`src/source/sib_pkg.sv`:
```
// ==========================================================
// SampleInBall shared definitions
// Modulus, memory geometry and FSM state encodings
// ==========================================================

package sib_pkg;

  // ML-DSA modulus and coefficient width
  localparam logic [22:0] MLDSA_Q   = 23'd8380417;
  localparam int          MLDSA_Q_W = 23;

  // Coefficient memory geometry
  // Index bits [7:2] pick the word, [1:0] the lane
  localparam int SIB_MEM_ADDR_W = 6;
  localparam int SIB_LANES      = 4;

  // Controller sequencing
  typedef enum logic [1:0] {
    SIB_IDLE        = 2'd0,
    SIB_SIGN_BUFFER = 2'd1,
    SIB_ACTIVE      = 2'd2,
    SIB_DONE        = 2'd3
  } sib_fsm_state_e;

  // Shuffler phase, read is issued from SHF_IDLE
  typedef enum logic {
    SHF_IDLE  = 1'b0,
    SHF_WRITE = 1'b1
  } sib_shf_state_e;

endpackage
```
`src/source/sample_in_ball_ctrl.sv`:
```
// ==========================================================
// SampleInBall controller
// Sign buffer fill, rejection sampling of streamed bytes
// and stall generation towards the byte source
// ==========================================================
`timescale 1ns/1ns

module sample_in_ball_ctrl
  import sib_pkg::*;
#(
  parameter int SIB_NUM_SAMPLERS = 4,
  parameter int SIB_SAMPLE_W     = 8,
  parameter int SIB_TAU          = 39,
  parameter int SIB_NUM_COEFF    = 256
) (
  input  logic                                          clk,
  input  logic                                          rst_b,
  input  logic                                          zeroize_i,

  input  logic                                          data_valid_i,
  input  logic [SIB_NUM_SAMPLERS-1:0][SIB_SAMPLE_W-1:0] data_i,
  output logic                                          data_hold_o,
  output logic                                          sib_done_o,

  output logic                                          shf_valid_o,
  output logic [7:0]                                    shf_index_i_o,
  output logic [7:0]                                    shf_index_j_o,
  output logic                                          shf_sign_o,
  input  logic                                          shf_hold_i
);

  localparam int DATA_W = SIB_NUM_SAMPLERS * SIB_SAMPLE_W;
  localparam int SIGN_W = 2 * DATA_W;
  localparam int SEL_W  = $clog2(SIB_NUM_SAMPLERS);

  localparam logic [7:0] REJ_START = 8'(SIB_NUM_COEFF - SIB_TAU);
  localparam logic [7:0] REJ_LAST  = 8'(SIB_NUM_COEFF - 1);

  sib_fsm_state_e fsm_ps;
  sib_fsm_state_e fsm_ns;

  logic [SIGN_W-1:0]           sign_buffer;
  logic [SIGN_W-1:0]           sign_buffer_nxt;
  logic                        sign_buffer_en;
  logic                        sign_buffer_ph;

  logic [7:0]                  rej_value;
  logic                        rej_value_en;
  logic                        last_sample;

  logic [SIB_NUM_SAMPLERS-1:0] sampler_mask;
  logic [SIB_NUM_SAMPLERS-1:0] sampler_mask_d;
  logic [SIB_NUM_SAMPLERS-1:0] sampler_valid;
  logic                        sampler_mask_en;
  logic                        sampler_hold;
  logic                        index_found;
  logic [SEL_W-1:0]            valid_index;

  // Next state
  always_comb begin
    fsm_ns = fsm_ps;
    unique case (fsm_ps)
      SIB_IDLE: begin
        if (data_valid_i) fsm_ns = SIB_SIGN_BUFFER;
      end
      SIB_SIGN_BUFFER: begin
        if (data_valid_i) fsm_ns = SIB_ACTIVE;
      end
      SIB_ACTIVE: begin
        if (last_sample) fsm_ns = SIB_DONE;
      end
      SIB_DONE: begin
        fsm_ns = SIB_DONE;
      end
    endcase
  end

  // State decoded controls
  always_comb begin
    data_hold_o     = 1'b0;
    sib_done_o      = 1'b0;
    shf_valid_o     = 1'b0;
    sign_buffer_en  = 1'b0;
    sign_buffer_ph  = 1'b0;
    rej_value_en    = 1'b0;
    sampler_mask_en = 1'b0;
    unique case (fsm_ps)
      SIB_IDLE: begin
        sign_buffer_en = data_valid_i;
      end
      SIB_SIGN_BUFFER: begin
        sign_buffer_en = data_valid_i;
        sign_buffer_ph = 1'b1;
      end
      SIB_ACTIVE: begin
        data_hold_o     = sampler_hold | shf_hold_i;
        shf_valid_o     = index_found;
        rej_value_en    = index_found & ~shf_hold_i;
        sampler_mask_en = index_found & sampler_hold & ~shf_hold_i;
      end
      SIB_DONE: begin
        sib_done_o = 1'b1;
      end
    endcase
  end

  always_ff @(posedge clk or negedge rst_b) begin
    if (!rst_b) begin
      fsm_ps <= SIB_IDLE;
    end else if (zeroize_i) begin
      fsm_ps <= SIB_IDLE;
    end else begin
      fsm_ps <= fsm_ns;
    end
  end

  // First beat fills the low half, second beat the high half
  always_comb begin
    if (sign_buffer_ph) begin
      sign_buffer_nxt = {data_i, {DATA_W{1'b0}}};
    end else begin
      sign_buffer_nxt = {{DATA_W{1'b0}}, data_i};
    end
  end

  always_ff @(posedge clk or negedge rst_b) begin
    if (!rst_b) begin
      sign_buffer <= '0;
    end else if (zeroize_i || sib_done_o) begin
      sign_buffer <= '0;
    end else if (sign_buffer_en) begin
      sign_buffer <= sign_buffer | sign_buffer_nxt;
    end else if (rej_value_en) begin
      sign_buffer <= sign_buffer >> 1;
    end
  end

  // Rejection bound i, counts from 256-TAU up to 255
  always_ff @(posedge clk or negedge rst_b) begin
    if (!rst_b) begin
      rej_value <= REJ_START;
    end else if (zeroize_i || sib_done_o) begin
      rej_value <= REJ_START;
    end else if (rej_value_en) begin
      rej_value <= rej_value + 8'd1;
    end
  end

  // Per byte compare j <= i on the bytes not yet used
  always_comb begin
    for (int k = 0; k < SIB_NUM_SAMPLERS; k++) begin
      sampler_valid[k] = sampler_mask[k] && (data_i[k] <= rej_value);
    end
  end

  // Lowest passing byte, everything up to it gets masked
  always_comb begin
    index_found    = 1'b0;
    valid_index    = '0;
    sampler_mask_d = sampler_mask;
    for (int k = 0; k < SIB_NUM_SAMPLERS; k++) begin
      if (data_valid_i && !index_found) begin
        sampler_mask_d[k] = 1'b0;
        if (sampler_valid[k]) begin
          index_found = 1'b1;
          valid_index = SEL_W'(k);
        end
      end
    end
  end

  // Mask returns to full once the beat leaves
  always_ff @(posedge clk or negedge rst_b) begin
    if (!rst_b) begin
      sampler_mask <= '1;
    end else if (zeroize_i || !data_hold_o) begin
      sampler_mask <= '1;
    end else if (sampler_mask_en) begin
      sampler_mask <= sampler_mask_d;
    end
  end

  // More bytes remain after the one picked
  assign sampler_hold = index_found && (valid_index != SEL_W'(SIB_NUM_SAMPLERS - 1));
  assign last_sample  = (rej_value == REJ_LAST) && index_found && !shf_hold_i;

  assign shf_index_i_o = rej_value;
  assign shf_index_j_o = data_i[valid_index];
  assign shf_sign_o    = sign_buffer[0];

endmodule

```
`config.mk`:
```
export PLATFORM = sky130hd
export DESIGN_NAME = sample_in_ball_ctrl
export DESIGN_NICKNAME = d
export VERILOG_FILES = /design/src/source/sib_pkg.sv /design/src/source/sample_in_ball_ctrl.sv
export SDC_FILE = /design/constraint.sdc
export NUM_CORES = 1
export LEC_CHECK = 0
export ABC_AREA = 1
export BUFFER_PORTS_ARGS = -buffer_cell sky130_fd_sc_hd__buf_2
export CELL_PAD_IN_SITES_DETAIL_PLACEMENT = 1
export CELL_PAD_IN_SITES_GLOBAL_PLACEMENT = 2
export CORE_MARGIN = 2
export CORE_UTILIZATION = 35
export DETAILED_ROUTE_END_ITERATION = 7
export GPL_ROUTABILITY_DRIVEN = 0
export GPL_TIMING_DRIVEN = 0
export MAX_ROUTING_LAYER = met4
export PLACE_DENSITY = 0.87
export SETUP_SLACK_MARGIN = 0.02
export SYNTH_ARGS = -nofsm -noshare
export SYNTH_HDL_FRONTEND = slang
export SYNTH_SLANG_ARGS = --single-unit
```
`constraint.sdc`:
```
create_clock -name clk -period 2.9 [get_ports clk]
set_input_delay 0 -clock clk [delete_from_list [all_inputs] [get_ports clk]]
set_output_delay 0 -clock clk [all_outputs]
set_load 0.02 [all_outputs]
```
Word-level counts from Yosys, hierarchy flattened
Index checks and enable logic that the tools add are counted.
{"block": "classes", "bitwise_logic": 6, "n_lt_le_gt_ge": 5, "mux": 40, "eq_ne": 8, "n_addsub": 1, "n_reduce_logical": 31}
{"cell": "$mux 64", "n": 4}
{"cell": "$or 64x64->64", "n": 1}
{"cell": "$le 8x8->1", "n": 4}
{"cell": "$mux 8", "n": 3}
{"cell": "$mux 1", "n": 21}
{"cell": "$bmux 8 s2", "n": 1}
{"cell": "$mux 2", "n": 8}
{"cell": "$reduce_bool 2->1", "n": 6}
{"cell": "$logic_and 1x1->1", "n": 10}
{"cell": "$ne 3x3->1 const B", "n": 3}
{"cell": "$add 8x1->8 const B", "n": 1}
{"cell": "$eq 8x8->1 const B", "n": 1}
{"cell": "$mux 4", "n": 2}
{"cell": "$pmux 2 s4", "n": 1}
{"cell": "$reduce_and 2->1", "n": 4}
{"cell": "$logic_not 1->1", "n": 5}
{"cell": "$eq 2x2->1 const B", "n": 2}
{"cell": "$and 1x1->1", "n": 3}
{"cell": "$lt 2x3->1 const B", "n": 1}
{"cell": "$reduce_and 3->1", "n": 1}
{"cell": "$reduce_bool 3->1", "n": 1}
{"cell": "$eq 2x1->1 const B", "n": 1}
{"cell": "$logic_not 2->1", "n": 1}
{"cell": "$logic_or 1x1->1", "n": 2}
{"cell": "other kinds (4)", "n": 4}
{"block": "word_totals", "input_bits": 37, "elab_cells": 98, "regBits": 78}

Logic depth before layout (Yosys ltp)
{"block": "depth", "ltp_word": 21, "mapped_depth": 21}

Least setup slack after synthesis
No wires, ideal clock.
{"block": "synth_path", "path_kind": "register to register", "startpoint": "register rej_value[3] (netlist: shf_index_i_o[3])", "endpoint": "register sign_buffer[53]", "setup_slack_ns": 0.534, "stages_incl_launch_ff": 20, "arrival_time_ns": 2.243, "cell_sequence": "dfstp_2 > inv_1 > ha_1 > nand2_1 > inv_2 > nand2_1 > nand2_1 > nand2_1 > nand2_1 > nand2_1 > nand2_1 > nand3_1 > nand2_1 > nand2_2 > nand3_4 > nand2_4 > buf_12 > buf_12 > nand2_2 > o21ai_2"}
{"block": "synth_between", "elab_chain_len": 16}
{"element": "start, declared", "line": "sample_in_ball_ctrl.sv:47", "rtl": "logic [7:0] rej_value;"}
{"element": "start signal, assigned", "line": "sample_in_ball_ctrl.sv:145", "rtl": "rej_value <= rej_value + 8'd1;"}
{"element": "$le 8x8->1", "line": "sample_in_ball_ctrl.sv:152", "rtl": "sampler_valid[k] = sampler_mask[k] && (data_i[k] <= rej_value);"}
{"element": "$logic_and 1x1->1", "line": "sample_in_ball_ctrl.sv:152"}
{"element": "$mux 1", "line": "sample_in_ball_ctrl.sv:164", "rtl": "if (sampler_valid[k]) begin"}
{"element": "$mux 1", "line": "sample_in_ball_ctrl.sv:162", "rtl": "if (data_valid_i && !index_found) begin"}
{"element": "$logic_not 1->1", "line": "sample_in_ball_ctrl.sv:162"}
{"element": "$logic_and 1x1->1", "line": "sample_in_ball_ctrl.sv:162"}
{"element": "$mux 1", "line": "sample_in_ball_ctrl.sv:162"}
{"element": "$logic_not 1->1", "line": "sample_in_ball_ctrl.sv:162"}
{"element": "$logic_and 1x1->1", "line": "sample_in_ball_ctrl.sv:162"}
{"element": "$mux 1", "line": "sample_in_ball_ctrl.sv:162"}
{"element": "$logic_not 1->1", "line": "sample_in_ball_ctrl.sv:162"}
{"element": "$logic_and 1x1->1", "line": "sample_in_ball_ctrl.sv:162"}
{"element": "$mux 1 (*)", "line": "sample_in_ball_ctrl.sv:162"}
{"element": "$and 1x1->1 (*)", "line": "sample_in_ball_ctrl.sv:98", "rtl": "rej_value_en = index_found & ~shf_hold_i;"}
{"element": "$mux 1 (*)", "line": "sample_in_ball_ctrl.sv:87", "rtl": "unique case (fsm_ps)"}
{"element": "$reduce_bool 3->1 (no source line) (*)"}
{"element": "end signal, assigned", "line": "sample_in_ball_ctrl.sv:132", "rtl": "sign_buffer <= sign_buffer | sign_buffer_nxt;"}
{"element": "end signal, assigned", "line": "sample_in_ball_ctrl.sv:134", "rtl": "sign_buffer <= sign_buffer >> 1;"}
{"element": "end, declared", "line": "sample_in_ball_ctrl.sv:42", "rtl": "logic [SIGN_W-1:0] sign_buffer;"}
Every way passes the cells marked *; elsewhere a longest branch is shown, timed or not.
A chain may end at the register's enable or synchronous reset.

Worst setup path after layout
{"block": "layout_path", "startpoint": "register rej_value[4] (netlist: shf_index_i_o[4])", "endpoint": "output shf_index_j_o[2]"}
{"block": "layout_between", "elab_chain_len": 15}
{"element": "$le 8x8->1", "line": "sample_in_ball_ctrl.sv:152"}
{"element": "$logic_and 1x1->1", "line": "sample_in_ball_ctrl.sv:152"}
{"element": "$mux 1", "line": "sample_in_ball_ctrl.sv:164"}
{"element": "$mux 1", "line": "sample_in_ball_ctrl.sv:162"}
{"element": "$logic_not 1->1", "line": "sample_in_ball_ctrl.sv:162"}
{"element": "$logic_and 1x1->1", "line": "sample_in_ball_ctrl.sv:162"}
{"element": "$mux 1", "line": "sample_in_ball_ctrl.sv:162"}
{"element": "$logic_not 1->1", "line": "sample_in_ball_ctrl.sv:162"}
{"element": "$logic_and 1x1->1", "line": "sample_in_ball_ctrl.sv:162"}
{"element": "$mux 1", "line": "sample_in_ball_ctrl.sv:162"}
{"element": "$logic_not 1->1", "line": "sample_in_ball_ctrl.sv:162"}
{"element": "$logic_and 1x1->1", "line": "sample_in_ball_ctrl.sv:162"}
{"element": "$mux 2 (*)", "line": "sample_in_ball_ctrl.sv:162"}
{"element": "$bmux 8 s2 (*)", "line": "sample_in_ball_ctrl.sv:188", "rtl": "assign shf_index_j_o = data_i[valid_index];"}
{"element": "$mux 8 (not written as such) (*)", "line": "sample_in_ball_ctrl.sv:188"}
{"element": "end, declared", "line": "sample_in_ball_ctrl.sv:27", "rtl": "output logic [7:0] shf_index_j_o,"}
Every way passes the cells marked *; elsewhere a longest branch is shown, timed or not. The select of a mux whose other input is x is not followed.

==> flow_summary.ini <==
[status]
status = complete, but fails checks
failed_checks = negative setup slack

[clocking]
cts_num_sinks = 78
htree_levels = 3
clkTransAtPathRegs_ps = 60
insertion_delay_ps = 350
clk_path_buf_depth = 2
tritoncts = built
cts_buffers = 9
cts_root_buf = clkbuf_16

[logic_synthesis]
syn_inst = 774
ys.flop_type = dfrtp_1
netlist.area_leader.share = 0.305
synth_nets = 844
synth_area_leader_cell = dfrtp_1
synth_seq_cells = 78
ys_types = 32
synth_area_leaders = dfrtp_1 (30%), nand2_1 (12%), o21ai_0 (9.7%)
syn_area_per_cell_um2 = 7.32
synth-edff-count = 0
synth_warnings = 0
synthArstFlopShare = 1.00
netlist_area_um2 = 5660
yosysSeqAreaShare = 0.347

[setup_path]
path_common_cell = nand2_1
crit_path_cell_trace = clkinvlp_4 > ha_1 > nand2_1 > nor2_2 > nand4_1 > nand2_1 > nand2_2 > inv_4 > nor2_4 > o21bai_4 > buf_6 > a21oi_1 > o21ai_1 > nand2_1 > buf_4
startpoint_type = flip-flop
slowest_delay_ps = 560
path_class = flip-flop to output pin
crit_path_end_kind = output pin
critPathSlowestCell = dfstp_2
critPathMaxFanout = 8
worstPathArrival_ps = 2940
cp.required_ps = 2900

[route]
first_pass_iters = 5
vias_per_cell = 5.44
drt_iter0_markers = 334
wl_per_cell_um = 19.8
final_antenna_net_count = 0
wl_mm = 21.5
via_count = 5884
drc = 0

[worst_hold_path]
hp-class = input pin to flip-flop

[timing]
finClkSkew_ps = 5.74
fmax_mhz = 340
slew-limit-headroom = 0.426
maxSlewViolCount = 0
worstMarginPinSlew_ps = 858
fin_setup_tns_ps = -143
whs_ps = 55.8
fin_crit_sh = 1.01
period_minus_slack_ps = 2940
finalHoldViolCount = 0
worst_slack_ps = -42.8
rsz0062_at_grt = true
report.final.setup_viol = 7

[power]
intPower_uw = 2520
vdd_drop_max_mv = 0.259
p_switching_uw = 1600
p_total_uw = 4120
p_comb_frac = 0.377
power.density_nw_per_um2 = 591
leakage_uw = 0.00323
switching_share = 0.389
power_frac_clock = 0.295
power_frac_seq = 0.328

[place]
post-dp-hpwl_mm = 15.3
port_buffers = 56

[cells_and_area]
num-fill-cells = 2004
nets = 930
drive_gt1_frac = 0.240
area_growth_syn_to_layout_pct = 23.1
antenna_cells = 0

[global_route]
grt_max_degree = 58
grt_pass1_wl_mm = 33.8
grt_usage = 0.257
grt-ovfl-total = 0
antenna_found_initial = 0
grt_pass1_vias = 6258

[die]
rows = 46
die_area_um2 = 17200
die_h_um = 131
pin_count = 57
coreArea_um2 = 15800
fp.dieW_um = 131
start_util = 0.358

[job]
maxCapViolCount = 0
timing repair:
action                     4_1_cts  5_1_grt
pin swaps                       11       14
hold buffers                     3        0
hold endpoints to repair        71        0
buffers inserted                 6        5
setup endpoints to repair       10       77
gates resized for setup         33       41
gates cloned                     3        1
registers in the layout (all words and copies together), names as in the netlist:
register	flops
sign_buffer	64
shf_index_i_o	8
sampler_mask	4
fsm_ps	2
cell usage after synthesis (all sizes together) (8+ instances only):
library cell	instances
a21oi	22
a31oi	63
buf	17
clkbuf	27
dfrtp	69
dfstp	9
ha	33
inv	115
nand2	211
nand3	16
nor2	16
o211ai	8
o21ai	145
layout make-up:
cell class              instances  area, um^2  area share
multi-input cells             537        3150       0.452
flip-flops and latches         78        1960       0.281
repair buffers                 74         508      0.0728
inverters                     116         449      0.0644
plain buffers                  44         322      0.0461
well taps                     216         270      0.0388
clock buffers                  11         253      0.0362
clock inverters                 5        57.6     0.00825
worst paths after layout:
path / start / endpoint / slack, ps / depth (start not counted)
max reg2reg: shf_index_i_o[4] / sign_buffer[47] / 20 / 18
min: data_valid_i / fsm_ps[0] / 60 / 4
max in group asynchronous: rst_b / sampler_mask[2] / 2140 / 3
max: shf_index_i_o[4] / shf_index_j_o[2] / -40 / 15
min reg2reg: sampler_mask[3] / sampler_mask[3] / 460 / 2
min in group asynchronous: rst_b / sign_buffer[13] / 90 / 2
kinds of logic (layout without fill, tap and decap cells):
kind of cell,Yosys count,after routing,synth area share
DFF,78,78,0.347
adders and majority gates,33,33,0.0729
xor gates and xnor gates,5,5,0.00773
buffers and inverters,160,250,0.121
and+or+nand+nor,254,255,0.196
AOI/OAI and AO/OA,244,244,0.256
metal layers:
metal	up-vias	GRT usage	wire length, um
li1	2752	-	-
met1	2929	0.308	9360
met2	148	0.438	10600
met3	55	0.0289	695
met4	0	0.108	770
met5	-	-	0
layout by cell type (no fill, tap or decap), drive strengths merged:
cell	count
xor2	5
o211ai	8
nand2	212
nor2	16
o21bai	2
ha	33
dfstp	9
nand3	16
buf	87
inv	112
clkinvlp	3
a21o	1
dfrtp	69
o21ai	145
nand4	7
and2	1
bufinv	1
a31oi	63
o21a	3
clkinv	5
a21oi	22
nor3	2
nor4	1
clkbuf	39
dlygate4sd3	3
worst max-delay path, delay by kind of cell (launching register included):
family | cells | cell delay, ps
AND/OR/NAND/NOR | 7 | 640
AO/OA/AOI/OAI | 3 | 420
buffers and inverters | 4 | 620
adder cells (fa/ha/maj) | 1 | 330
flip-flops | 1 | 560
power groups by stage:
stage / clock network (uW) / registers [uW] / logic [uW]
after CTS: 1240 / 1350 / 1480
after global routing: 1280 / 1370 / 1720
final: 1220 / 1350 / 1550
after global placement: 0 / 1350 / 1270
after detailed placement: 0 / 1360 / 1350
after floorplan: 0 / 1360 / 887
metrics by stage:
| stage | std cells | util | instance area (um^2) | setup WS [ps] |
|---|---|---|---|---|
| after floorplan | 774 | - | 5660 | 534 |
| after global routing | 1081 | 0.441 | 6970 | -219 |
| after CTS | 1075 | 0.430 | 6810 | 11.1 |
| after global placement | 1046 | 0.393 | 6210 | 71.8 |
| after detailed placement | 1047 | 0.395 | 6240 | 49.8 |
| final | 1081 | 0.441 | 6970 | -42.8 |
Power figures use the tool's default switching activity.
