File: src/source/sib_pkg.sv
// ==========================================================
// SampleInBall shared definitions
// Modulus, memory geometry and FSM state encodings
// ==========================================================

package sib_pkg;

  // ML-DSA modulus and coefficient width
  localparam logic [22:0] MLDSA_Q   = 23'd8380417;
  localparam int          MLDSA_Q_W = 23;

  // Coefficient memory geometry
  // Index bits [7:2] pick the word, [1:0] the lane
  localparam int SIB_MEM_ADDR_W = 6;
  localparam int SIB_LANES      = 4;

  // Controller sequencing
  typedef enum logic [1:0] {
    SIB_IDLE        = 2'd0,
    SIB_SIGN_BUFFER = 2'd1,
    SIB_ACTIVE      = 2'd2,
    SIB_DONE        = 2'd3
  } sib_fsm_state_e;

  // Shuffler phase, read is issued from SHF_IDLE
  typedef enum logic {
    SHF_IDLE  = 1'b0,
    SHF_WRITE = 1'b1
  } sib_shf_state_e;

endpackage
File: src/source/sample_in_ball_shuffler.sv
// ==========================================================
// SampleInBall shuffler
// Fisher-Yates step as a read phase followed by a write
// phase on the two-port coefficient memory
// ==========================================================
`timescale 1ns/1ns

module sample_in_ball_shuffler
  import sib_pkg::*;
(
  input  logic                                     clk,
  input  logic                                     rst_b,
  input  logic                                     zeroize_i,

  input  logic                                     valid_i,
  input  logic [7:0]                               index_i_i,
  input  logic [7:0]                               index_j_i,
  input  logic                                     sign_i,
  output logic                                     hold_o,

  output logic [1:0]                               cs_o,
  output logic [1:0]                               we_o,
  output logic [SIB_MEM_ADDR_W-1:0]                addr0_o,
  output logic [SIB_MEM_ADDR_W-1:0]                addr1_o,
  output logic [SIB_LANES-1:0][MLDSA_Q_W-1:0]      wrdata0_o,
  output logic [SIB_LANES-1:0][MLDSA_Q_W-1:0]      wrdata1_o,
  input  logic [SIB_LANES-1:0][MLDSA_Q_W-1:0]      rddata0_i,
  input  logic [SIB_LANES-1:0][MLDSA_Q_W-1:0]      rddata1_i
);

  sib_shf_state_e shf_ps;

  logic                 accept;
  logic                 wr_phase;
  logic                 same_word;
  logic [7:0]           index_i_q;
  logic [7:0]           index_j_q;
  logic                 sign_q;
  logic [MLDSA_Q_W-1:0] signed_one;
  logic [MLDSA_Q_W-1:0] coeff_j;

  assign wr_phase = (shf_ps == SHF_WRITE);
  assign accept   = valid_i && !wr_phase;
  assign hold_o   = wr_phase;

  always_ff @(posedge clk or negedge rst_b) begin
    if (!rst_b) begin
      shf_ps <= SHF_IDLE;
    end else if (zeroize_i) begin
      shf_ps <= SHF_IDLE;
    end else if (accept) begin
      shf_ps <= SHF_WRITE;
    end else begin
      shf_ps <= SHF_IDLE;
    end
  end

  // Step operands, held for the write phase
  always_ff @(posedge clk) begin
    if (accept) begin
      index_i_q <= index_i_i;
      index_j_q <= index_j_i;
      sign_q    <= sign_i;
    end
  end

  assign same_word = (index_i_q[7:2] == index_j_q[7:2]);

  // Port 0 carries word(j), port 1 word(i)
  always_comb begin
    cs_o    = 2'b00;
    we_o    = 2'b00;
    addr0_o = index_j_i[7:2];
    addr1_o = index_i_i[7:2];
    if (wr_phase) begin
      addr0_o = index_j_q[7:2];
      addr1_o = index_i_q[7:2];
      cs_o    = same_word ? 2'b01 : 2'b11;
      we_o    = same_word ? 2'b01 : 2'b11;
    end else if (accept) begin
      cs_o = 2'b11;
    end
  end

  // Sign bit 1 maps to -1 mod q
  assign signed_one = sign_q ? (MLDSA_Q - 23'd1) : 23'd1;
  assign coeff_j    = rddata0_i[index_j_q[1:0]];

  // c[i] <= c[j] first, then c[j] <= +/-1
  always_comb begin
    wrdata0_o = rddata0_i;
    wrdata1_o = rddata1_i;
    wrdata1_o[index_i_q[1:0]] = coeff_j;
    if (same_word) begin
      wrdata0_o[index_i_q[1:0]] = coeff_j;
    end
    wrdata0_o[index_j_q[1:0]] = signed_one;
  end

endmodule

File: config.mk
export PLATFORM = sky130hd
export DESIGN_NAME = sample_in_ball_shuffler
export DESIGN_NICKNAME = d
export VERILOG_FILES = /design/src/source/sib_pkg.sv /design/src/source/sample_in_ball_shuffler.sv
export SDC_FILE = /design/constraint.sdc
export NUM_CORES = 1
export LEC_CHECK = 0
export BUFFER_PORTS_ARGS = -buffer_cell sky130_fd_sc_hd__buf_4
export CAP_MARGIN = 30
export CORE_AREA = 2 2 159 161
export CTS_BUF_LIST = sky130_fd_sc_hd__clkbuf_2
export CTS_CLUSTER_SIZE = 12
export DETAILED_ROUTE_END_ITERATION = 8
export DIE_AREA = 0 0 161 163
export GPL_TIMING_DRIVEN = 0
export PLACE_DENSITY = 0.57
export SYNTH_ARGS = -nofsm -noshare
export SYNTH_HDL_FRONTEND = slang
export SYNTH_SLANG_ARGS = --single-unit
File: constraint.sdc
create_clock -name clk -period 1.7 [get_ports clk]
set_input_delay 0.17 -clock clk [delete_from_list [all_inputs] [get_ports clk]]
set_output_delay 0.17 -clock clk [all_outputs]
set_load 0.02 [all_outputs]
* Word-level counts from Yosys, hierarchy flattened
Index checks and enable logic that the tools add are counted.
** Cells by class
- Order comparisons :: 4
- Equal/unequal tests :: 1
- Muxes and demuxes :: 19
- Reductions and logical operators :: 4
** Operators by type and width (number)
- 92-bit bitwise mux :: 3
- 23-bit demux with 2-bit select :: 2
- 23-bit 2-to-1 mux :: 4
- 92-bit 2-to-1 mux :: 1
- 23-bit binary-select mux with 2-bit select :: 1
- 6-bit 2-to-1 mux :: 2
- 2-bit 2-to-1 mux :: 4
- 6-bit equality test :: 1
- 2-bit by 3-bit < comparator with 1-bit output, second input constant :: 2
- 2-bit by 1-bit greater-or-equal comparator with 1-bit output, second input constant :: 2
- 1-bit logical AND :: 3
- 1-bit 2-to-1 mux :: 2
- 1-bit zero test :: 1
** Word-level totals
- Flip-flop bits (word level) :: 18
- Logic and storage cells :: 32

* Logic depth before layout (Yosys ltp)
Gate-level depths: netlist (run 1).
- Depth after elaboration :: 7
- Mapped depth :: 7

* Worst setup path after synthesis (run 1)
No wires, ideal clock.
- Path type :: register -> output
- From :: register index_j_q[6]
- To :: output wrdata0_o[36] in the netlist's numbering
- Data arrival time :: 1742 ps
- Data required time :: 1530 ps
- Slack :: -212 ps
- Stages on the path, launching flop included :: 6
- Buffers on the path :: 1
- Path through :: edfxtp_1 -> xnor2_1 -> and2_2 -> nand3_1 -> buf_2 -> a211oi_1
** RTL lines
- from (decl) :: RTL line sample_in_ball_shuffler.sv:37 : logic [7:0] index_j_q;
- from (signal assigned) :: RTL line sample_in_ball_shuffler.sv:62 : index_j_q <= index_j_i;
- to (decl) :: RTL line sample_in_ball_shuffler.sv:25 : output logic [SIB_LANES-1:0][MLDSA_Q_W-1:0] wrdata0_o,

==> out/qor_table.md, run 1 <==
| Group | Parameter | This run |
|---|---|---|
| status | Outcome | complete, but fails checks |
| status | Failing checks | setup timing |
| cells and area | Layout fillers | 2213 |
| setup path | Category of the worst setup path launch point | flop |
| setup path | Required time worst endpoint | 1.53 ns |
| yosys | Instance count of the mapped netlist | 713 |
| drt | Met2 Routed Length | 18050 um |
| sta | Worst slack on hold paths | 0.02846 ns |
| drt | Average vias per placed instance | 5.254 |
| clock network | Clock latency of the later-clocked register in the worst-skew pair | 0.31 ns |
| clock network | TritonCTS clock tree | done |
| global route | Number of antenna violations at the first check in global routing | 0 |
| floorplan | Number of placement rows | 58 |
| floorplan | Width of the die | 161 um |
| sta | Number of hold-slack violations in the final timing report | 0 |
| drt | Highest metal layer with signal wires | met4 |
| yosys | Leading post-synthesis cells by instance count | sky130_fd_sc_hd__o21ai_0, sky130_fd_sc_hd__nand2_1, sky130_fd_sc_hd__mux2i_1, sky130_fd_sc_hd__a21oi_1, sky130_fd_sc_hd__clkbuf_1 |
| global route | Total routing resource utilization after global routing | 0.2491 |
| pwr | Power Dens Cells | 412.9 nW/um^2 |
| yosys | Number of nets produced by synthesis | 918 |
| cells and area | Layout cell share with drive strength beyond 1 | 0.7619 |
| pwr | Sw frac | 0.4812 |
| drt | DRC Markers | 0 |
| drt | Antenna Violating Nets Remaining | 0 |
| setup path | Reg-to-reg endpoint | index_j_q[7] |
| setup path | Worst Path Class, Setup | flop to primary output |
| global route | Total global routing overflow | 0 |
| pwr | Worst IR Drop VDD | 0.2586 mV |
| placement | IO Port Bufs | 405 |
| placement | Routability-driven placement congestion ratio | 0.9098 |
| floorplan | DIE HEIGHT | 163 um |
| sta | Unrepaired setup endpoints after global routing | true |
| clock network | TritonCTS buffer count | 3 |
| sta | Final setup fails | 189 |
| yosys | Area of the mapped netlist | 4695 um^2 |
| drt | 1st-pass router iterations | 5 |
| cells and area | Net count reported at finish | 1407 |
| yosys | Count of unique library cells instantiated by Yosys | 34 |
| yosys | Synthesized flop and latch total | 18 |
| pwr | Sequential power share | 0.102 |
| worst hold path | HP Start | index_i_i[7] |
| sta | Peak clock frequency supported by timing | 417.2 MHz |
| worst hold path | Worst hold path endpoint | index_i_q[7] |
| drt | Routed vias | 8044 |
| pwr | Part of the total power dissipated in the clock network | 0.036 |
| clock network | Clock sink count | 18 |
| global route | Largest net degree at the start of global routing | 20 |
| cells and area | Antenna Cells | 0 |
| setup path | Worst setup EP type | primary output |
| yosys | Cell type with the highest aggregate area in the netlist | sky130_fd_sc_hd__o21ai_0 |
| yosys | Ys flop type | sky130_fd_sc_hd__edfxtp_1 |
| sta | Period Utilization, post-route | 1.410 |
| pwr | Comb pwr share | 0.861 |
| floorplan | Starting density of the core | 0.1903 |
| clock network | Max Root-Sink Buffers | 2 |
| sta | Final worst clock skew | 0.002074 ns |
| clock network | Clock edge transition at the registers on the reported setup and hold paths | 0.18 ns |
| worst hold path | Worst hold-check path type | input port to flop |
| yosys | Most frequently used cell type in the post-synthesis netlist | sky130_fd_sc_hd__o21ai_0 |
| setup path | Setup slack of the worst register-to-register path | 0.08 ns |
| pwr | Pint | 2.776 mW |
| cells and area | Area taken by multi-input logic gates | 6315 um^2 |
| yosys | Number of enable flip-flop cells after synthesis | 17 |
| setup path | Data arrival time of the critical path | 2.23 ns |
| yosys | Ranking of synthesized cells by area | sky130_fd_sc_hd__o21ai_0, sky130_fd_sc_hd__mux2i_1, sky130_fd_sc_hd__edfxtp_1 |
| sta | Final worst slack | -0.6967 ns |
| yosys | Post-synthesis async set-or-reset flop share | 0.05556 |
| yosys | Post-synth top area share | 0.1599 |
| drt | Initial detailed-routing violation count | 458 |
| placement | Final HPWL from detailed placement | 27360 um |
| drt | Routed wire length per instance | 23.73 um |
| global route | Wire length of the first global-routing pass | 49920 um |
| yosys | YS warnings | 0 |
| global route | Number of global-route vias before repair | 7661 |
| sta | Max-slew headroom | 0.3518 |
| clock network | Root buffer selected by CTS | sky130_fd_sc_hd__clkbuf_2 |
| sta | Slew Viols, Final | 0 |
| floorplan | Core area | 24670 um^2 |
| pwr | Power spent charging and discharging nets | 2.575 mW |
| cells and area | Sequential cell area | 536.8 um^2 |
| pwr | Total leakage power | 5.169 nW |
| worst hold path | Hold-critical path depth | 1 |
| sta | Tmin final | 2.397 ns |
| drt | Total met3 wirelength after detailed routing | 2384 um |
| clock network | Total number of H-tree levels | 1 |
| cells and area | Area Growth Syn to Fin | 176.1% |
| sta | Actual transition at the worst max-transition pin | 0.9679 ns |
| setup path | Startpoint of the most critical register-to-register path | hold_o |
| yosys | Post-synthesis area per instance | 6.584 um^2 |
| floorplan | Die ar. | 26240 um^2 |
| drt | Wire length after detailed routing | 36330 um |
| sta | Aggregate negative setup slack | -99.45 ns |
| floorplan | Top-level I/O count | 406 |
| job | Number of max-cap violations | 0 |
| yosys | Post-synthesis sequential area ratio | 0.1141 |
| drt | Routed met1 length | 15030 um |
| setup path | Logic depth of the worst register-to-register path | 1 |
| setup path | Maximum fanout encountered on the critical timing path | 10 |
[layout by cell type (no fill, tap or decap), types with 3 or more instances in the layout]
cell type                         n
sky130_fd_sc_hd__o21ai_0         10
sky130_fd_sc_hd__mux2_4          23
sky130_fd_sc_hd__nor4_4          31
sky130_fd_sc_hd__a31oi_4          8
sky130_fd_sc_hd__nand3_1          5
sky130_fd_sc_hd__nand3_2         16
sky130_fd_sc_hd__mux2_2          12
sky130_fd_sc_hd__edfxtp_1        17
sky130_fd_sc_hd__buf_4          333
sky130_fd_sc_hd__buf_12          29
sky130_fd_sc_hd__xnor2_2          3
sky130_fd_sc_hd__o21ai_1         60
sky130_fd_sc_hd__o21ai_2         62
sky130_fd_sc_hd__clkbuf_4        13
sky130_fd_sc_hd__mux2i_1          7
sky130_fd_sc_hd__or2_4            3
sky130_fd_sc_hd__nand4_1         37
sky130_fd_sc_hd__nand3_4          8
sky130_fd_sc_hd__mux2i_2         16
sky130_fd_sc_hd__clkbuf_2         6
sky130_fd_sc_hd__nor2b_1          3
sky130_fd_sc_hd__nor2_1          35
sky130_fd_sc_hd__nand2_1         87
sky130_fd_sc_hd__buf_2            4
sky130_fd_sc_hd__a311o_1          3
sky130_fd_sc_hd__buf_6          138
sky130_fd_sc_hd__clkbuf_16        9
sky130_fd_sc_hd__a211oi_4        29
sky130_fd_sc_hd__nand2_2          6
sky130_fd_sc_hd__dlygate4sd3_1   10
sky130_fd_sc_hd__o21ai_4         18
sky130_fd_sc_hd__a21oi_2         46
sky130_fd_sc_hd__mux2i_4         45
sky130_fd_sc_hd__buf_8           14
sky130_fd_sc_hd__clkbuf_8        10
sky130_fd_sc_hd__buf_16           7
[per-layer routing]
layer | global-route usage | up-vias
li1 | - | 3658
met1 | 0.3296 | 3921
met2 | 0.4315 | 418
met3 | 0.03438 | 47
met4 | 0.05479 | 0
met5 | 0 | -
[metrics by stage]
stage	total power, mW	std cells	util	setup slack, ns	area (um^2)
after detailed placement	3.809	1448	0.3725	-0.6434	9190
after floorplan	2.334	713	-	-0.1538	5737
after CTS	4.884	1493	0.4750	-0.6786	11720
after global placement	3.802	1448	0.3725	-0.5989	9190
final	5.351	1531	0.5253	-0.6967	12960
after global routing	5.563	1531	0.5253	-0.8013	12960
[registers in the layout, indices dropped and copies added (netlist names)]
signal and count:
index_i_q 8, index_j_q 8, hold_o 1, sign_q 1
[cell type report]
class | instances | area share
Buffer | 87 | 0.08467
Clock buffer | 3 | 0.001159
Clock inverter | 1 | 0.0002896
Inverter | 1 | 0.0002896
Multi-Input combinational cell | 605 | 0.4873
Sequential cell | 18 | 0.04142
Tap cell | 330 | 0.03186
Timing Repair Buffer | 486 | 0.3531
[cell families after synthesis]
| logic type | count (synthesis) | share of synthesized area |
|---|---|---|
| buffers and inverters | 91 | 0.1013 |
| flip-flops | 18 | 0.1141 |
| XOR/XNOR | 6 | 0.01119 |
| AO/OA/AOI/OAI | 245 | 0.2846 |
| AND/OR/NAND/NOR | 250 | 0.2559 |
| multiplexers | 103 | 0.2329 |
[power by group through the flow]
stage          Combinational [mW]  Clock, mW  Sequential (mW)
2_1_floorplan                1.79          0            0.545
3_3_place_gp                 3.25          0            0.553
3_5_place_dp                 3.25          0            0.554
4_1_cts                      4.14      0.196            0.548
5_1_grt                      4.79      0.219            0.551
6_report                     4.61      0.194            0.548
[critical path, cell delays in order, from the launching register on]
cell                       delay (ns)
sky130_fd_sc_hd__edfxtp_1        0.40
sky130_fd_sc_hd__buf_8           0.17
sky130_fd_sc_hd__buf_12          0.21
sky130_fd_sc_hd__mux2i_4         0.30
sky130_fd_sc_hd__mux2i_4         0.10
sky130_fd_sc_hd__buf_12          0.16
sky130_fd_sc_hd__nor4_4          0.30
sky130_fd_sc_hd__a211oi_4        0.07
sky130_fd_sc_hd__buf_4           0.17
[worst max path at each step]
stage | startpoint | endpoint | slack (ns) | cells after the start
finish | index_j_q[1] | wrdata0_o[37] | -0.70 | 8
detailed placement | index_i_q[1] | wrdata0_o[63] | -0.64 | 6
CTS | index_j_q[7] | wrdata0_o[69] | -0.68 | 7
global route | index_j_q[1] | wrdata0_o[10] | -0.80 | 9
global placement | index_i_q[1] | wrdata0_o[63] | -0.60 | 6
floorplan | index_j_q[1] | wrdata1_o[10] | -0.15 | 6
[what timing repair did]
item,in CTS,in global routing
setup endpoints to repair,213,214
buffers inserted,29,24
resized for setup,468,223
cloned,13,9
endpoints found under the hold margin,2,8
pin swaps,99,51
hold buffers,2,8
Note: power is estimated with default switching activity, not from simulation.
==> run 2: changes to the inputs <==
--- a/config.mk
+++ b/config.mk
@@ -14,6 +14,7 @@
 export DIE_AREA = 0 0 161 163
 export GPL_TIMING_DRIVEN = 0
 export PLACE_DENSITY = 0.57
+export REMOVE_ABC_BUFFERS = 1
 export SYNTH_ARGS = -nofsm -noshare
 export SYNTH_HDL_FRONTEND = slang
 export SYNTH_SLANG_ARGS = --single-unit
==> run 2 against run 1 <==
Sequential share of layout area grew 0.24 points. Largest power group unchanged. Clock-buffer cell count is the same. Flip-flop and latch count is the same. The run still ends with setup timing left.
==> out/qor_table.md, run 2 (synthesized netlist as in run 1, its figures left out) <==
| Group | Parameter | This run | Delta |
|---|---|---|---|
| sta | Max-slew headroom | 0.5159 | +0.1641 |
| sta | Final setup fails | 188 | -0.53% |
| setup path | Reg-to-reg endpoint | hold_o |  |
| setup path | Category of the worst setup path launch point | flop |  |
| global route | Number of antenna violations at the first check in global routing | 0 | unchanged |
| sta | Unrepaired setup endpoints after global routing | true |  |
| clock network | Max Root-Sink Buffers | 2 | unchanged |
| setup path | Worst setup EP type | primary output |  |
| sta | Period Utilization, post-route | 1.480 | +0.07011 |
| clock network | Clock edge transition at the registers on the reported setup and hold paths | 0.19 ns | about the same |
| global route | Total global routing overflow | 0 | unchanged |
| job | Number of max-cap violations | 0 | unchanged |
| cells and area | Utilization of the core after routing | 0.4991 | -0.02617 |
| clock network | Clock latency of the later-clocked register in the worst-skew pair | 0.34 ns | +0.03 ns |
| cells and area | Top library cells by usage in the layout, fill and taps aside | sky130_fd_sc_hd__buf_4, sky130_fd_sc_hd__buf_6, sky130_fd_sc_hd__nand2_1, sky130_fd_sc_hd__o21ai_2, sky130_fd_sc_hd__mux2i_4 |  |
| floorplan | Top-level I/O count | 406 | unchanged |
| setup path | Data arrival time of the critical path | 2.35 ns | +0.12 ns |
| clock network | Clock sink count | 18 | unchanged |
| sta | Slew Viols, Final | 0 | unchanged |
| pwr | Total Power Consumption | 5.229 mW | -2.3% |
| drt | 1st-pass router iterations | 6 | +1 |
| sta | Tmin final | 2.516 ns | +0.1192 ns |
| setup path | Capture point of the critical path | wrdata0_o[87] |  |
| floorplan | Width of the die | 161 um | unchanged |
| sta | Number of hold-slack violations in the final timing report | 0 | unchanged |
| floorplan | Core area | 24670 um^2 | unchanged |
| setup path | Critical path origin | index_i_q[0] |  |
| cells and area | Layout cell share with drive strength beyond 1 | 0.7425 | -0.01937 |
| sta | Final worst clock skew | 0.01394 ns | +0.01187 ns |
| setup path | Maximum fanout encountered on the critical timing path | 13 | +3 |
| cells and area | Antenna Cells | 0 | unchanged |
| setup path | Required time worst endpoint | 1.53 ns | about the same |
| pwr | Total leakage power | 5.020 nW | -2.9% |
| setup path | Logic depth of the worst register-to-register path | 3 | +2 |
| floorplan | Number of placement rows | 58 | unchanged |
| global route | Largest net degree at the start of global routing | 47 | +140% |
| status | Outcome | complete, but fails checks |  |
| sta | Aggregate negative setup slack | -107.71 ns | -8.264 ns |
| drt | Wire length after detailed routing | 37960 um | +4.5% |
| worst hold path | Worst hold-check path type | input port to asynchronous set/reset pin |  |
| global route | Global Route met1 Usage | 0.2955 | -0.03414 |
| global route | Met2 capacity usage during global routing | 0.4323 | +0.0007803 |
| floorplan | Die ar. | 26240 um^2 | unchanged |
| floorplan | DIE HEIGHT | 163 um | unchanged |
| setup path | Setup slack of the worst register-to-register path | 0.13 ns | +0.05 ns |
| placement | IO Port Bufs | 405 | unchanged |
| sta | Final worst slack | -0.8159 ns | -0.1192 ns |
| global route | Wire length of the first global-routing pass | 49090 um | -1.7% |
| cells and area | Net count reported at finish | 1406 | -0.071% |
| pwr | Power Dens Cells | 424.7 nW/um^2 | +2.8% |
| sta | Peak clock frequency supported by timing | 397.5 MHz | -4.7% |
| placement | Final HPWL from detailed placement | 22500 um | -18% |
| clock network | TritonCTS clock tree | done |  |
| floorplan | Starting density of the core | 0.1903 | unchanged |
| clock network | Root buffer selected by CTS | sky130_fd_sc_hd__clkbuf_2 |  |
| clock network | Total number of H-tree levels | 1 | unchanged |
| global route | Total routing resource utilization after global routing | 0.2430 | -0.006156 |
| sta | Actual transition at the worst max-transition pin | 0.7261 ns | -0.2418 ns |
| global route | Met3 capacity usage during global routing | 0.05169 | +0.01732 |
| drt | Routed wire length per instance | 24.81 um | +4.6% |
| setup path | Worst Path Class, Setup | flop to primary output |  |
| cells and area | Area Growth Syn to Fin | 162.3% |  |
| setup path | Startpoint of the most critical register-to-register path | hold_o |  |
| pwr | Worst IR Drop VDD | 0.4347 mV | +68% |
| drt | Routed vias | 8372 | +4.1% |
| drt | DRC Markers | 0 | unchanged |
| drt | Average vias per placed instance | 5.472 | +4.1% |
| cells and area | Leading cell type in the layout, fill and taps excluded | sky130_fd_sc_hd__buf_4 |  |
| drt | Antenna Violating Nets Remaining | 0 | unchanged |
| global route | Busiest layer in global routing | met2 |  |
| status | Failing checks | setup timing |  |
| drt | Initial detailed-routing violation count | 442 | -3.5% |
| global route | Number of global-route vias before repair | 7837 | +2.3% |
| clock network | TritonCTS buffer count | 3 | unchanged |
| cells and area | Registers with the highest flip-flop counts | index_i_q (8), index_j_q (8) |  |
| placement | Routability-driven placement congestion ratio | 0.7878 | -13% |
-- run 2: stage by stage --
| step | hold slack, ns | std cells | setup WS (ns) | instance area [um^2] |
|---|---|---|---|---|
| after global placement | -0.05379 | 1358 | -4.041 | 7676 |
| after global routing | 0.1152 | 1530 | -0.8804 | 12310 |
| after detailed placement | -0.05369 | 1384 | -1.464 | 8199 |
| after CTS | 0.0003387 | 1474 | -0.7277 | 10520 |
| after floorplan | -0.1256 | 623 | -2.247 | 4223 |
| final | 0.1262 | 1530 | -0.8159 | 12310 |
-- run 2: area by class of cell --
cell class / count / area [um^2]
fillers: 2233 / 12360
multi-input cells: 616 / 5941
repair buffers: 561 / 5399
flip-flops and latches: 18 / 539.3
well taps: 330 / 412.9
clock buffers: 3 / 15.01
clock inverters: 1 / 3.754
inverters: 1 / 3.754
-- run 2: timing repair --
| item | 4_1_cts | 5_1_grt |
|---|---|---|
| endpoints found under the setup margin | 217 | 196 |
| resized for setup | 413 | 287 |
| cloned | 14 | 9 |
| buffers inserted | 60 | 41 |
| pin swaps | 147 | 86 |
| hold endpoints to repair | 12 | 7 |
| hold buffers | 12 | 7 |
-- run 2: per-layer routing --
metal	vias to the layer above	part of all wire	wire length [um]
li1	3688	-	-
met1	4123	0.39	14950
met2	478	0.49	18610
met3	83	0.084	3202
met4	0	0.031	1193
met5	-	0	0
-- run 2: how the worst min path moves through the flow --
stage,start,to,cells past startpoint
after CTS,index_j_i[2],index_j_q[2],1
after global routing,rst_b,hold_o,2
after global placement,rst_b,hold_o,1
after floorplan,rst_b,hold_o,0
after detailed placement,rst_b,hold_o,1
final,rst_b,hold_o,2
-- run 2: critical path: stages, from the launching register on --
cell,delay (ns)
sky130_fd_sc_hd__edfxtp_1,0.66
sky130_fd_sc_hd__and2_2,0.32
sky130_fd_sc_hd__buf_6,0.23
sky130_fd_sc_hd__nand3_4,0.24
sky130_fd_sc_hd__a211oi_4,0.36
sky130_fd_sc_hd__buf_6,0.16
-- run 2: report_power, final --
group          internal (mW)  switching [mW]
registers              0.518          0.0346
clock network         0.0510           0.149
logic                   2.11            2.37
total                   2.68            2.55
==> run 3: changes to the inputs <==
--- a/config.mk
+++ b/config.mk
@@ -5,15 +5,16 @@
 export SDC_FILE = /design/constraint.sdc
 export NUM_CORES = 1
 export LEC_CHECK = 0
+export ABC_AREA = 1
 export BUFFER_PORTS_ARGS = -buffer_cell sky130_fd_sc_hd__buf_4
 export CAP_MARGIN = 30
-export CORE_AREA = 2 2 159 161
+export CORE_AREA = 2 2 157 159
 export CTS_BUF_LIST = sky130_fd_sc_hd__clkbuf_2
 export CTS_CLUSTER_SIZE = 12
 export DETAILED_ROUTE_END_ITERATION = 8
-export DIE_AREA = 0 0 161 163
+export DIE_AREA = 0 0 159 161
 export GPL_TIMING_DRIVEN = 0
-export PLACE_DENSITY = 0.57
+export PLACE_DENSITY = 0.6
 export REMOVE_ABC_BUFFERS = 1
 export SYNTH_ARGS = -nofsm -noshare
 export SYNTH_HDL_FRONTEND = slang
==> run 3 against run 2 <==
Clock-buffer cell count unchanged. Critical path type unchanged. Wire length up 28%. Final area grew 17%. The flow still finishes with violations (setup timing). Critical endpoint is now wrdata0_o[52]. Largest cell class unchanged. Via count increased by 27%.
==> out/qor_table.md, run 3 <==
| Group | Parameter | This run | Delta |
|---|---|---|---|
| sta | Final setup fails | 189 | +0.53% |
| pwr | Total leakage power | 8.166 nW | +63% |
| pwr | Power Dens Cells | 395.2 nW/um^2 | -6.9% |
| yosys | Cell type with the highest aggregate area in the netlist | sky130_fd_sc_hd__nand2_1 |  |
| cells and area | Antenna Cells | 0 | unchanged |
| placement | IO Port Bufs | 405 | unchanged |
| status | Failing checks | setup timing |  |
| cells and area | Top library cells by usage in the layout, fill and taps aside | sky130_fd_sc_hd__nand2_1, sky130_fd_sc_hd__buf_4, sky130_fd_sc_hd__nand2_2, sky130_fd_sc_hd__buf_6, sky130_fd_sc_hd__nand2_4 |  |
| clock network | Clock edge transition at the registers on the reported setup and hold paths | 0.18 ns | about the same |
| global route | Number of global-route vias before repair | 10230 | +31% |
| sta | Final worst slack | -0.6803 ns | +0.1355 ns |
| floorplan | Core area | 23960 um^2 | -2.9% |
| placement | Final HPWL from detailed placement | 23600 um | +4.9% |
| placement | Routability-driven placement congestion ratio | 0.9066 | +15% |
| drt | Wire length after detailed routing | 48580 um | +28% |
| yosys | Synthesized flop and latch total | 18 | unchanged |
| setup path | Data arrival time of the critical path | 2.21 ns | -0.14 ns |
| yosys | Number of enable flip-flop cells after synthesis | 17 | unchanged |
| sta | Final worst clock skew | 0.005609 ns | -0.008334 ns |
| sta | Period Utilization, post-route | 1.400 | -0.07973 |
| setup path | Category of the worst setup path launch point | flop |  |
| clock network | TritonCTS buffer count | 3 | unchanged |
| drt | DRC Markers | 0 | unchanged |
| clock network | Total number of H-tree levels | 1 | unchanged |
| yosys | Post-synth top area share | 0.7262 | +0.5663 |
| worst hold path | Worst hold-check path type | input port to flop |  |
| cells and area | Leading cell type in the layout, fill and taps excluded | sky130_fd_sc_hd__nand2_1 |  |
| sta | Actual transition at the worst max-transition pin | 0.7807 ns | +0.05457 ns |
| yosys | Post-synthesis area per instance | 4.294 um^2 | -35% |
| setup path | Required time worst endpoint | 1.53 ns | about the same |
| sta | Number of hold-slack violations in the final timing report | 0 | unchanged |
| clock network | Root buffer selected by CTS | sky130_fd_sc_hd__clkbuf_2 |  |
| global route | Wire length of the first global-routing pass | 65960 um | +34% |
| cells and area | Area taken by multi-input logic gates | 6544 um^2 | +10% |
| setup path | Worst Path Class, Setup | flop to primary output |  |
| setup path | Maximum fanout encountered on the critical timing path | 6 | -7 |
| cells and area | Layout fillers | 2164 | -3.1% |
| cells and area | Area Growth Syn to Fin | 181.0% |  |
| yosys | Post-synthesis async set-or-reset flop share | 0.05556 | unchanged |
| setup path | Worst setup EP type | primary output |  |
| yosys | Leading post-synthesis cells by instance count | sky130_fd_sc_hd__nand2_1, sky130_fd_sc_hd__a21oi_1, sky130_fd_sc_hd__clkbuf_1, sky130_fd_sc_hd__buf_2, sky130_fd_sc_hd__inv_1 |  |
| drt | 1st-pass router iterations | 6 | unchanged |
| clock network | Clock sink count | 18 | unchanged |
| cells and area | Registers with the highest flip-flop counts | index_i_q (8), index_j_q (8) |  |
| job | Number of max-cap violations | 0 | unchanged |
| drt | Routed vias | 10660 | +27% |
| clock network | TritonCTS clock tree | done |  |
| floorplan | Starting density of the core | 0.2138 | +0.02350 |
| sta | Max-slew headroom | 0.4783 | -0.03761 |
| floorplan | Width of the die | 159 um | -1.2% |
| floorplan | DIE HEIGHT | 161 um | -1.2% |
| yosys | Ranking of synthesized cells by area | sky130_fd_sc_hd__nand2_1, sky130_fd_sc_hd__edfxtp_1, sky130_fd_sc_hd__a21oi_1 |  |
| drt | Antenna Violating Nets Remaining | 0 | unchanged |
| floorplan | Top-level I/O count | 406 | unchanged |
| yosys | Area of the mapped netlist | 5122 um^2 | +9.1% |
| yosys | Post-synthesis sequential area ratio | 0.1045 | -0.009529 |
| yosys | Most frequently used cell type in the post-synthesis netlist | sky130_fd_sc_hd__nand2_1 |  |
| sta | Unrepaired setup endpoints after global routing | true |  |
| cells and area | Sequential cell area | 536.8 um^2 | -0.46% |
| global route | Largest net degree at the start of global routing | 17 | -64% |
| placement | Setup WS pre-CTS | -1.711 ns | -0.2468 ns |
| drt | Routed wire length per instance | 23.49 um | -5.3% |
| floorplan | Die ar. | 25600 um^2 | -2.5% |
| cells and area | Layout cell share with drive strength beyond 1 | 0.6399 | -0.1026 |
| drt | Initial detailed-routing violation count | 786 | +78% |
| yosys | Count of unique library cells instantiated by Yosys | 19 | -44% |
| yosys | Instance count of the mapped netlist | 1193 | +67% |
| sta | Tmin final | 2.380 ns | -0.1355 ns |
| drt | Average vias per placed instance | 5.156 | -5.8% |
| cells and area | Utilization of the core after routing | 0.6007 | +0.1016 |
| global route | Total routing resource utilization after global routing | 0.3448 | +0.1019 |
| clock network | Max Root-Sink Buffers | 2 | unchanged |
| yosys | YS warnings | 0 | unchanged |
| status | Outcome | complete, but fails checks |  |
| floorplan | Number of placement rows | 57 | -1.7% |
| clock network | Clock latency of the later-clocked register in the worst-skew pair | 0.31 ns | -0.03 ns |
| sta | Peak clock frequency supported by timing | 420.1 MHz | +5.7% |
| yosys | Ys flop type | sky130_fd_sc_hd__edfxtp_1 |  |
| global route | Total global routing overflow | 0 | unchanged |
| sta | Slew Viols, Final | 0 | unchanged |
| pwr | Worst IR Drop VDD | 0.3964 mV | -8.8% |
| cells and area | Net count reported at finish | 1950 | +39% |
| global route | Number of antenna violations at the first check in global routing | 0 | unchanged |
==> run 3: changes by cell type in the layout (fill, tap and decap cells not counted), moves of 42 or more <==
cell / before / now
sky130_fd_sc_hd__buf_4: 369 / 304
sky130_fd_sc_hd__nand2_4: 1 / 148
sky130_fd_sc_hd__o21ai_2: 89 / 8
sky130_fd_sc_hd__nand2_1: 94 / 595
sky130_fd_sc_hd__mux2i_4: 42 / 0
sky130_fd_sc_hd__buf_6: 127 / 201
sky130_fd_sc_hd__nand2_2: 0 / 248
==> run 3: worst max-delay path: stages, from the launching register on <==
cell                       delay, ns
sky130_fd_sc_hd__edfxtp_1       0.45
sky130_fd_sc_hd__buf_12         0.17
sky130_fd_sc_hd__buf_12         0.14
sky130_fd_sc_hd__nor2_4         0.18
sky130_fd_sc_hd__buf_12         0.18
sky130_fd_sc_hd__nand2_4        0.07
sky130_fd_sc_hd__nand3_4        0.11
sky130_fd_sc_hd__buf_12         0.12
sky130_fd_sc_hd__nand2_4        0.06
sky130_fd_sc_hd__nand2_2        0.06
sky130_fd_sc_hd__nand2_2        0.05
sky130_fd_sc_hd__a21oi_2        0.14
sky130_fd_sc_hd__buf_4          0.16
==> run 3: power breakdown <==
group          internal [mW]  switching [mW]  total, mW
logic                   2.22            2.74       4.96
clock network         0.0511           0.138      0.189
registers              0.516          0.0269      0.543
total                   2.79            2.90       5.69
==> run 3: routing by layer <==
metal / track usage / share of wire / up-vias / wire length, um
met3: 0.05855 / 0.090 / 159 / 4351
met2: 0.6032 / 0.48 / 709 / 23350
met4: 0.1351 / 0.047 / 0 / 2304
met5: 0 / 0 / - / 0
met1: 0.4229 / 0.38 / 5032 / 18580
li1: - / - / 4763 / -
==> run 3: path summary, 6_finish.rpt <==
kind	from	to	slack, ns	depth (start not counted)
max reg2reg	hold_o	sign_q	0.10	3
max in group asynchronous	rst_b	hold_o	1.46	2
min in group asynchronous	rst_b	hold_o	0.15	2
min reg2reg	hold_o	hold_o	0.84	2
min	index_j_i[0]	index_j_q[0]	0.02	1
max	index_j_q[0]	wrdata0_o[52]	-0.68	12
==> run 3: logic make-up after synthesis <==
logic type	share of synthesized area
compound gates	0.05764
buf+inv	0.08085
flops	0.1045
simple gates	0.7570
==> run 3: per-stage QoR <==
stage / total power, mW / instances / area [um^2] / TNS, ns / hold WS, ns
2_1_floorplan: 2.013 / 1124 / 4813 / -269.50 / -0.1256
3_3_place_gp: 3.475 / 1853 / 8259 / -674.70 / -0.05457
3_5_place_dp: 3.541 / 1867 / 8591 / -226.99 / -0.05211
4_1_cts: 5.161 / 2044 / 13100 / -83.91 / 0.01795
5_1_grt: 5.925 / 2068 / 14400 / -107.47 / 0.006833
6_report: 5.689 / 2068 / 14400 / -91.05 / 0.02014
==> run 3: what timing repair did <==
action / in CTS / in global routing
gates resized for setup: 651 / 351
hold buffers: 2 / 0
endpoints found under the hold margin: 2 / 0
setup buffers: 134 / 37
pin swaps: 113 / 121
setup endpoints to repair: 199 / 207
gates cloned: 47 / 8
==> run 3: cell type report <==
type	count	area share
tap	324	0.02816
multi-input combinational	1089	0.4546
inverter	28	0.01721
clock inverter	1	0.0002608
timing repair inverter	14	0.01286
clock buffer	3	0.001043
timing repair buffer	591	0.4486
sequential	18	0.03729
